==> config.mk <==
export PLATFORM = sky130hd
export DESIGN_NAME = exec
export DESIGN_NICKNAME = d
export VERILOG_FILES = /design/src/hw/core_pkg.sv /design/src/hw/exec.sv
export SDC_FILE = /design/constraint.sdc
export NUM_CORES = 1
export LEC_CHECK = 0
export BUFFER_PORTS_ARGS = -buffer_cell sky130_fd_sc_hd__buf_2
export CAP_MARGIN = 20
export CORE_MARGIN = 10
export CORE_UTILIZATION = 50
export CTS_BUF_LIST = sky130_fd_sc_hd__clkbuf_2 sky130_fd_sc_hd__clkbuf_4 sky130_fd_sc_hd__clkbuf_8
export CTS_CLUSTER_SIZE = 12
export DETAILED_ROUTE_END_ITERATION = 8
export GPL_TIMING_DRIVEN = 0
export PLACE_DENSITY = 0.78
export SYNTH_ARGS = -nofsm -noshare
export SYNTH_HDL_FRONTEND = slang
export SYNTH_SLANG_ARGS = --single-unit
==> constraint.sdc <==
create_clock -name clk -period 0.9 [get_ports clk]
set_input_delay 0.135 -clock clk [delete_from_list [all_inputs] [get_ports clk]]
set_output_delay 0.135 -clock clk [all_outputs]
set_load 0.01 [all_outputs]
==> src/hw/core_pkg.sv <==
`default_nettype none

package core_pkg;

    localparam int xlen = 32;
    localparam int reg_addr_width = 5;

    typedef enum logic [2:0] {
        state_fetch,
        state_decode,
        state_exec,
        state_mem,
        state_writeback
    } core_state_t;

    // RV32I major opcodes handled by the core
    typedef enum logic [6:0] {
        op_lui    = 7'b0110111,
        op_imm    = 7'b0010011,
        op_reg    = 7'b0110011,
        op_load   = 7'b0000011,
        op_store  = 7'b0100011,
        op_branch = 7'b1100011,
        op_jal    = 7'b1101111
    } opcode_t;

    typedef enum logic [3:0] {
        alu_add,
        alu_sub,
        alu_and,
        alu_or,
        alu_xor,
        alu_slt,
        alu_pass_b
    } alu_op_t;

    typedef struct packed {
        alu_op_t                   alu_op;
        logic [xlen-1:0]           imm;
        logic [reg_addr_width-1:0] rs1;
        logic [reg_addr_width-1:0] rs2;
        logic [reg_addr_width-1:0] rd;
        logic                      use_imm;
        logic                      reg_write;
        logic                      mem_read;
        logic                      mem_write;
        logic                      branch;
        logic                      branch_ne;
        logic                      jump;
    } ctrl_t;

    typedef struct packed {
        logic [xlen-1:0]           alu_result;
        logic [xlen-1:0]           store_data;
        logic [reg_addr_width-1:0] rd;
        logic                      reg_write;
        logic                      mem_read;
        logic                      mem_write;
        logic                      take_branch;
        logic [xlen-1:0]           branch_target;
    } exec_result_t;

    typedef struct packed {
        logic [reg_addr_width-1:0] rd;
        logic                      reg_write;
        logic [xlen-1:0]           write_data;
        logic                      take_branch;
        logic [xlen-1:0]           branch_target;
    } wb_t;

    // Program load strobe with addr as a word index
    typedef struct packed {
        logic            we;
        logic [xlen-1:0] addr;
        logic [xlen-1:0] data;
    } imem_load_t;

    typedef struct packed {
        logic                      valid;
        logic [xlen-1:0]           pc;
        logic [reg_addr_width-1:0] rd;
        logic                      reg_write;
        logic [xlen-1:0]           write_data;
    } retire_t;

endpackage

`default_nettype wire

==> src/hw/exec.sv <==
`timescale 1ns/1ps
`default_nettype none

module exec (
    input  logic                      clk,
    input  logic                      rst_n,
    input  core_pkg::core_state_t     state,
    input  logic [core_pkg::xlen-1:0] pc,
    input  core_pkg::ctrl_t           ctrl,
    input  logic [core_pkg::xlen-1:0] rs1_data,
    input  logic [core_pkg::xlen-1:0] rs2_data,
    output core_pkg::exec_result_t    ex
);

    logic [core_pkg::xlen-1:0] operand_b;
    logic [core_pkg::xlen-1:0] alu_out;
    logic                      operands_equal;
    logic                      take_branch;
    core_pkg::exec_result_t    ex_next;

    assign operand_b = ctrl.use_imm ? ctrl.imm : rs2_data;

    always_comb begin
        case (ctrl.alu_op)
            core_pkg::alu_add:    alu_out = rs1_data + operand_b;
            core_pkg::alu_sub:    alu_out = rs1_data - operand_b;
            core_pkg::alu_and:    alu_out = rs1_data & operand_b;
            core_pkg::alu_or:     alu_out = rs1_data | operand_b;
            core_pkg::alu_xor:    alu_out = rs1_data ^ operand_b;
            core_pkg::alu_slt: begin
                alu_out = {{(core_pkg::xlen-1){1'b0}},
                           ($signed(rs1_data) < $signed(operand_b))};
            end
            core_pkg::alu_pass_b: alu_out = operand_b;
            default:              alu_out = '0;
        endcase
    end

    // Branch compare always uses the register pair
    assign operands_equal = (rs1_data == rs2_data);
    assign take_branch    = ctrl.jump |
                            (ctrl.branch & (ctrl.branch_ne ? ~operands_equal : operands_equal));

    always_comb begin
        ex_next.alu_result    = ctrl.jump ? pc + 32'd4 : alu_out;
        ex_next.store_data    = rs2_data;
        ex_next.rd            = ctrl.rd;
        ex_next.reg_write     = ctrl.reg_write;
        ex_next.mem_read      = ctrl.mem_read;
        ex_next.mem_write     = ctrl.mem_write;
        ex_next.take_branch   = take_branch;
        ex_next.branch_target = pc + ctrl.imm;
    end

    always_ff @(posedge clk or negedge rst_n) begin
        if (!rst_n) begin
            ex <= '0;
        end else if (state == core_pkg::state_exec) begin
            ex <= ex_next;
        end
    end

endmodule

`default_nettype wire

Word level (Yosys, flattened, before mapping)
Cells that the tools add are included.

cells by class
  add/subtract/negate cells = 4
  $mul = 0
  divide/modulo/power cells = 0
  $lt $le $gt $ge = 1
  equal/unequal tests = 8
  shift operators = 0
  mux-type cells = 4
  bitwise logic cells = 6
  reductions and logical operators = 1

operator list
  kind                                           count
  one-hot mux 32 bit (7 select lines)            1
  adder 32 bit                                   2
  two-way mux 32 bit                             2
  adder 32 x 3 -> 32 bit, second input constant  1
  AND 32 bit                                     1
  == test 32 bit                                 1
  < comparator 32 bit                            1
  bitwise OR 32 bit                              1
  subtractor 32 bit                              1
  XOR 32 bit                                     1
  == test 4 x 3 -> 1 bit, second input constant  3
  == test 4 x 2 -> 1 bit, second input constant  2
  == test 4 x 1 -> 1 bit, second input constant  1
  logical NOT 4 bit                              1
  == test 3 x 2 -> 1 bit, second input constant  1
  AND 1 bit                                      1
  two-way mux 1 bit                              1
  inverter 1 bit                                 1
  bitwise OR 1 bit                               1

storage, ports and cells
  flip-flop bits (word level) = 105
  bits in latches = 0
  memory bits (writable) = 0
  ROM bits = 0
  output and inout port bits = 105
  word-level logic and storage cells = 32
  memories kept = 0

Longest topological paths before layout
Gate-level depths: netlist of run 1.

  word-level depth = 5
  mapped depth = 16

Worst setup path before layout of run 1
No wires, ideal clock.

  path kind = in2reg
  start = input ctrl[6] (netlist bit)
  end = register ex[97] (netlist bit)
  setup time = 0.126 ns
  data arrival time = 3.751 ns
  required time = 0.774 ns
  slack = -2.977 ns
  stages on the path = 16
  path buffers = 3
  cell sequence = clkbuf_1 buf_2 buf_1 mux2i_1 inv_1 ha_1 fa_1 nor2_1 o311ai_1 a2bb2oi_2 a211oi_4 o31a_1 o2111ai_1 o211ai_1 a21o_1 a221o_1

between the ends
  longest elaborated chain between the ends = 4

RTL lines
  element                                          RTL line    text
  from (decl)                                      exec.sv:9   input core_pkg::ctrl_t ctrl,
  two-way mux 32 bit *                             exec.sv:21  assign operand_b = ctrl.use_imm ? ctrl.imm : rs2_data;
  subtractor 32 bit, or another cell as far along  exec.sv:26  core_pkg::alu_sub: alu_out = rs1_data - operand_b;
  one-hot mux 32 bit (7 select lines) *            exec.sv:24  case (ctrl.alu_op)
  two-way mux 32 bit *                             exec.sv:45  ex_next.alu_result = ctrl.jump ? pc + 32'd4 : alu_out;
  to (signal assigned)                             exec.sv:59  ex <= ex_next;
  to (decl)                                        exec.sv:12  output core_pkg::exec_result_t ex

Every way passes the cells marked *; elsewhere a longest branch is shown, timed or not.
A chain may end at the register's enable or synchronous reset.

Worst setup path in the final report of run 1
  start = input ctrl[6] (netlist bit)
  end = register ex[102] (netlist bit)

Same word-level chain as after synthesis.

==> results of run 1 <==
## repair_timing
item | CTS | global route
gates cloned | 0 | 2
setup endpoints to repair | 210 | 210
pin swaps | 142 | 167
resized for setup | 358 | 239
hold endpoints to repair | 68 | 51
hold buffers | 19 | 2
setup buffers | 87 | 53
## final cells by class
class                      instances  area, um^2
inverter                         113         458
clock buffer                      11         145
fill                            1726        5990
multi-input combinational       1344       11400
sequential                       105        2630
tap                              330         413
clock inverter                     5        38.8
antenna                           10        25.0
buffer                            75         657
timing repair buffer             411        3200
## worst register-to-register path, delay by kind of cell (launching register included)
kind	cells	cell delay, ps
AOI/OAI and AO/OA	2	770
DFF	1	410
## per-layer routing
metal  track usage [%]  vias up
li1                  -     6742
met4              19.6        2
met2              55.7     1279
met5                 0        -
met3              9.20      306
met1              45.2     7524
## through the flow
stage	setup slack (ps)	cell area [um^2]
final	-2240	19000
after detailed placement	-3030	14800
after global routing	-2290	19000
after CTS	-2180	17400
after global placement	-3050	14800
after floorplan	-2240	13100
## cell families (layout without fill, tap and decap cells)
group           count (synthesis)  count (layout)  synth area share, %
simple gates                  550             550                 20.3
compound gates                488             488                 26.1
buf+inv                       195             615                 6.01
fa+ha+maj                     159             159                 16.0
flops                         105             105                 20.9
xor+xnor                      100             100                 6.95
mux                            47              47                 3.88
other cells                     0              10                    0
## synth_stat cells (all sizes together) (22+ instances only)
master and n:
a21oi 131, inv 112, nor3 36, a21o 25, nand2 233, a221oi 27, clkbuf 65, nand3 29
o21ai 104, a31oi 22, xor2 22, nor2 115, nand4 27, dfrtp 105, mux2i 32, ha 156
xnor2 78
## power by group
| group | total (mW) | leakage, nW | internal [mW] | switching, mW |
|---|---|---|---|---|
| Combinational | 13.9 | 7.16 | 6.14 | 7.73 |
| Clock | 2.93 | 0.0938 | 1.14 | 1.79 |
| Sequential | 6.24 | 1.31 | 5.59 | 0.645 |
| Total | 23.0 | 8.56 | 12.9 | 10.2 |
## path summary, 6_finish.rpt
path | from | endpoint | slack [ps] | depth (start not counted)
max | ctrl[6] | ex[102] | -2240 | 14
min | rst_n | ex[6] | -240 | 1
max reg2reg | ex[102] | ex[102] | -420 | 2
min reg2reg | ex[33] | ex[33] | 470 | 2
max in group asynchronous | rst_n | ex[88] | 400 | 2
min in group clk | ctrl[7] | ex[36] | 10 | 3
==> impl_metrics.env, run 1 <==
export IMPL_status="finished, violations left"
export IMPL_violations="hold timing, setup timing"
export IMPL_synth_seq_cells=105
export IMPL_synth_cells=1644
export IMPL_drive_gt1_share_pct=37.7
export IMPL_dpl_cell_count=2226
export IMPL_power_density_nw_per_um2=1210
export IMPL_ys_types=86
export IMPL_wl_met3_um=8240
export IMPL_crit_buf_inv=3
export IMPL_row_count=58
export IMPL_clock_skew_ps=0
export IMPL_route_met2_wl_um=28200
export IMPL_start_util_pct=50.5
export IMPL_route_top_layer_used="met5"
export IMPL_rsz0062_at_grt="true"
export IMPL_timing_fmax_mhz=319
export IMPL_ioPinCount=264
export IMPL_synth_edf_count=0
export IMPL_synth_nets=1962
export IMPL_synthArstFlopShare_pct=100
export IMPL_period_minus_slack_ps=3140
export IMPL_largest_register_ffs=105
export IMPL_finalCritPeriodShare_pct=348
export IMPL_critPathMaxFanout=7
export IMPL_drcViolationCount=0
export IMPL_postRouteAntennaNets=0
export IMPL_largest_register="ex"
export IMPL_cpMostUsedCell="clkbuf_16"
export IMPL_grt_ovfl_total=0
export IMPL_utilization_pct=76.0
export IMPL_top_regs="ex x105"
export IMPL_yosys_area_top_type="dfrtp_1"
export IMPL_cts_max_level=3
export IMPL_cp_data_arrival_time_ps=3380
export IMPL_drt_iter0_markers=2306
export IMPL_yosysTopAreaCellShare_pct=20.9
export IMPL_grt_pass1_vias=14400
export IMPL_p_leak_nw=8.56
export IMPL_vias_per_cell=6.59
export IMPL_synth_warnings=0
export IMPL_drtPass1Iterations=7
export IMPL_tightest_slew_ps=1160
export IMPL_postLayoutSetupSlackWorst_ps=-2240
export IMPL_clockRootBuffer="clkbuf_8"
export IMPL_port_buffers=250
export IMPL_fin_cells=2404
export IMPL_die_area_um2=31900
export IMPL_drt_wl_total_um=63900
export IMPL_numCtsBuffers=9
export IMPL_ir_drop_uv=990
export IMPL_hp_class="in2async"
export IMPL_grt_pass1_wl_um=87600
export IMPL_crit_path_end_kind="flip-flop"
export IMPL_clk_latency_ps=380
export IMPL_synthTopCellsByArea="dfrtp_1, ha_1, nand2_1, xnor2_1, a21oi_1"
export IMPL_path_clk_slew_ps=110
export IMPL_clockBufferDepth=2
export IMPL_cts_sinks=105
export IMPL_avgSynthCellArea_um2=7.66
export IMPL_crit_path_top_delay_cell="a2111oi_4"
export IMPL_num_vias=15900
export IMPL_wl_met1_um=23200
export IMPL_area_growth_pct=50.6
export IMPL_wl_per_cell_um=26.6
export IMPL_crit_chain="clkbuf_16 -> clkbuf_16 -> mux2_4 -> inv_4 -> ha_4 -> or2_1 -> a211o_1 -> a31o_4 -> a211o_4 -> a2111oi_4 -> nand3b_1 -> o211ai_1 -> mux2i_1 -> a31oi_4"
export IMPL_crit_type="in2reg"
export IMPL_hpwl_um=45900
export IMPL_final_cell_mix="nand2_1, buf_2, buf_4"
export IMPL_place_gp_congestion=1.04
export IMPL_crit_required_ps=1150
export IMPL_final_common_cell="nand2_1"
export IMPL_fin_nets=2377
export IMPL_maxSlewHeadroom_pct=21.9
export IMPL_holdWs_ps=-238
export IMPL_antenna_found_initial=10
export IMPL_cts_tree="done"
export IMPL_finalSetupTns_ps=-115420
export IMPL_yosysSeqAreaShare_pct=20.9
export IMPL_fp_dieH_um=179
export IMPL_gr_usage_all_layers_pct=36.0
export IMPL_grt_max_degree=57
export IMPL_cpPeakStageDelay_ps=430
export IMPL_total_power_mw=23.0
export IMPL_core_um2=25000
export IMPL_syn_area_um2=12600
export IMPL_critPathLaunchType="input port"
export IMPL_setup_viol=210
export IMPL_maxSlewViolCount=0
export IMPL_hold_violations=49
export IMPL_cap_violations=0
export IMPL_synth_ff_type="dfrtp_1"
export IMPL_path_delay_family="compound AO/OA/AOI/OAI gates"
export IMPL_die_w_um=179
(Power assumes the default switching activity.)
==> run 2: changes to the inputs <==
--- a/config.mk
+++ b/config.mk
@@ -7,6 +7,7 @@
 export LEC_CHECK = 0
 export BUFFER_PORTS_ARGS = -buffer_cell sky130_fd_sc_hd__buf_2
 export CAP_MARGIN = 20
+export CORE_ASPECT_RATIO = 0.75
 export CORE_MARGIN = 10
 export CORE_UTILIZATION = 50
 export CTS_BUF_LIST = sky130_fd_sc_hd__clkbuf_2 sky130_fd_sc_hd__clkbuf_4 sky130_fd_sc_hd__clkbuf_8
==> impl_metrics.env, run 2 (synthesized netlist as in run 1, its figures left out) <==
export IMPL_ir_drop_uv=852
export IMPL_status="finished, violations left"
export IMPL_largest_register_ffs=105
export IMPL_power_density_nw_per_um2=1250
export IMPL_drive_gt1_share_pct=36.9
export IMPL_drcViolationCount=0
export IMPL_critPathLaunchType="input port"
export IMPL_crit_path_end_kind="flip-flop"
export IMPL_hpwl_um=48100
export IMPL_vias_per_cell=6.68
export IMPL_start_util_pct=50.6
export IMPL_largest_register="ex"
export IMPL_holdWs_ps=-258
export IMPL_gr_usage_all_layers_pct=37.6
export IMPL_period_minus_slack_ps=3260
export IMPL_worst_r2r_path_depth=2
export IMPL_place_gp_congestion=1.06
export IMPL_wl_per_cell_um=28.0
export IMPL_grt_max_degree=59
export IMPL_violations="hold timing, setup timing"
export IMPL_maxSlewHeadroom_pct=14.1
export IMPL_final_common_cell="nand2_1"
export IMPL_clock_skew_ps=0
export IMPL_drt_iter0_markers=2019
export IMPL_setup_reg_to_reg_worst_slack_ps=-630
export IMPL_clockBufferDepth=2
export IMPL_row_count=50
export IMPL_fp_dieH_um=157
export IMPL_crit_cells=17
export IMPL_cap_violations=0
export IMPL_area_growth_pct=48.3
export IMPL_clockRootBuffer="clkbuf_8"
export IMPL_grt_pass1_vias=14700
export IMPL_tightest_slew_ps=1280
export IMPL_finalCritPeriodShare_pct=363
export IMPL_grt_ovfl_total=0
export IMPL_cp_data_arrival_time_ps=3570
export IMPL_rsz0062_at_grt="true"
export IMPL_die_w_um=203
export IMPL_dp_slack_ps=-3140
export IMPL_crit_chain="clkbuf_16 -> buf_12 -> buf_16 -> mux2i_4 -> ha_4 -> or2_4 -> o211ai_1 -> buf_4 -> a31o_4 -> buf_4 -> o211ai_1 -> buf_4 -> a221oi_4 -> o21ai_2 -> mux2i_1 -> o211ai_1 -> a221o_1"
export IMPL_clk_latency_ps=390
export IMPL_cp_startpoint="ctrl[6]"
export IMPL_core_um2=24900
export IMPL_top_regs="ex x105"
export IMPL_path_clk_slew_ps=120
export IMPL_num_vias=16000
export IMPL_critPathCapture="ex[104]"
export IMPL_cts_tree="done"
export IMPL_hp_class="in2async"
export IMPL_utilization_pct=75.0
export IMPL_drtPass1Iterations=9
export IMPL_cts_max_level=3
export IMPL_setup_viol=210
export IMPL_crit_buf_inv=6
export IMPL_final_cell_mix="nand2_1, buf_2, ha_1"
export IMPL_crit_type="in2reg"
export IMPL_timing_fmax_mhz=307
export IMPL_hold_violations=47
export IMPL_p_leak_nw=8.44
export IMPL_grt_pass1_wl_um=91500
export IMPL_maxSlewViolCount=0
export IMPL_antenna_found_initial=2
export IMPL_crit_required_ps=1200
export IMPL_ioPinCount=264
export IMPL_cpPeakStageDelay_ps=380
export IMPL_r2r_start="ex[102]"
export IMPL_crit_path_top_delay_cell="a221o_1"
export IMPL_port_buffers=250
export IMPL_critPathMaxFanout=7
export IMPL_drt_wl_total_um=67300
export IMPL_finalSetupTns_ps=-117160
export IMPL_postLayoutSetupSlackWorst_ps=-2360
export IMPL_numCtsBuffers=9
export IMPL_postRouteAntennaNets=0
export IMPL_path_delay_family="compound AO/OA/AOI/OAI gates"
export IMPL_die_area_um2=32000
export IMPL_ctsHoldBuffers=27
export IMPL_cts_sinks=105
export IMPL_fin_nets=2374
export IMPL_r2r_end="ex[102]"
==> run 2: final cells by class <==
cell class	count	area, um^2
buffer	76	662
inverter	113	434
clock inverter	5	38.8
tap	338	423
antenna	5	12.5
fill	1731	6220
sequential	105	2630
multi-input combinational	1344	11200
clock buffer	11	151
timing repair buffer	407	3090
==> run 2: layer usage <==
metal	GRT usage, %	vias to the layer above	wire length (um)
li1	-	6735	-
met4	16.3	2	3330
met5	0	-	13
met3	11.6	279	9460
met1	50.0	7683	25600
met2	55.0	1349	28900
==> run 2: worst min-delay path by stage <==
stage | from | end | slack, ps
6_report | rst_n | ex[2] | -260
5_1_grt | rst_n | ex[26] | -210
4_1_cts | rst_n | ex[5] | -230
3_5_place_dp | rst_n | ex[2] | 190
3_3_place_gp | ctrl[10] | ex[39] | 330
2_1_floorplan | rst_n | ex[0] | -160
==> run 2: report_power, final <==
part | total, mW | internal (mW) | switching, mW
sequential | 6.32 | 5.59 | 0.727
clock | 3.03 | 1.18 | 1.85
combinational | 14.1 | 6.17 | 7.92
total | 23.4 | 12.9 | 10.5
==> run 2: timing repair <==
item | CTS | global route
setup buffers | 66 | 75
resized for setup | 271 | 267
hold endpoints to repair | 74 | 47
endpoints found under the setup margin | 210 | 210
pin swaps | 109 | 131
cloned | 1 | 0
==> run 2: stage by stage <==
step / hold WS (ps) / total power [mW] / cell area [um^2] / instances
2_1_floorplan: -161 / 12.0 / 13100 / 1644
3_3_place_gp: 334 / 15.7 / 14800 / 2232
3_5_place_dp: 192 / 15.9 / 14800 / 2234
4_1_cts: -234 / 20.4 / 17100 / 2335
5_1_grt: -213 / 24.2 / 18700 / 2400
6_report: -258 / 23.4 / 18700 / 2404
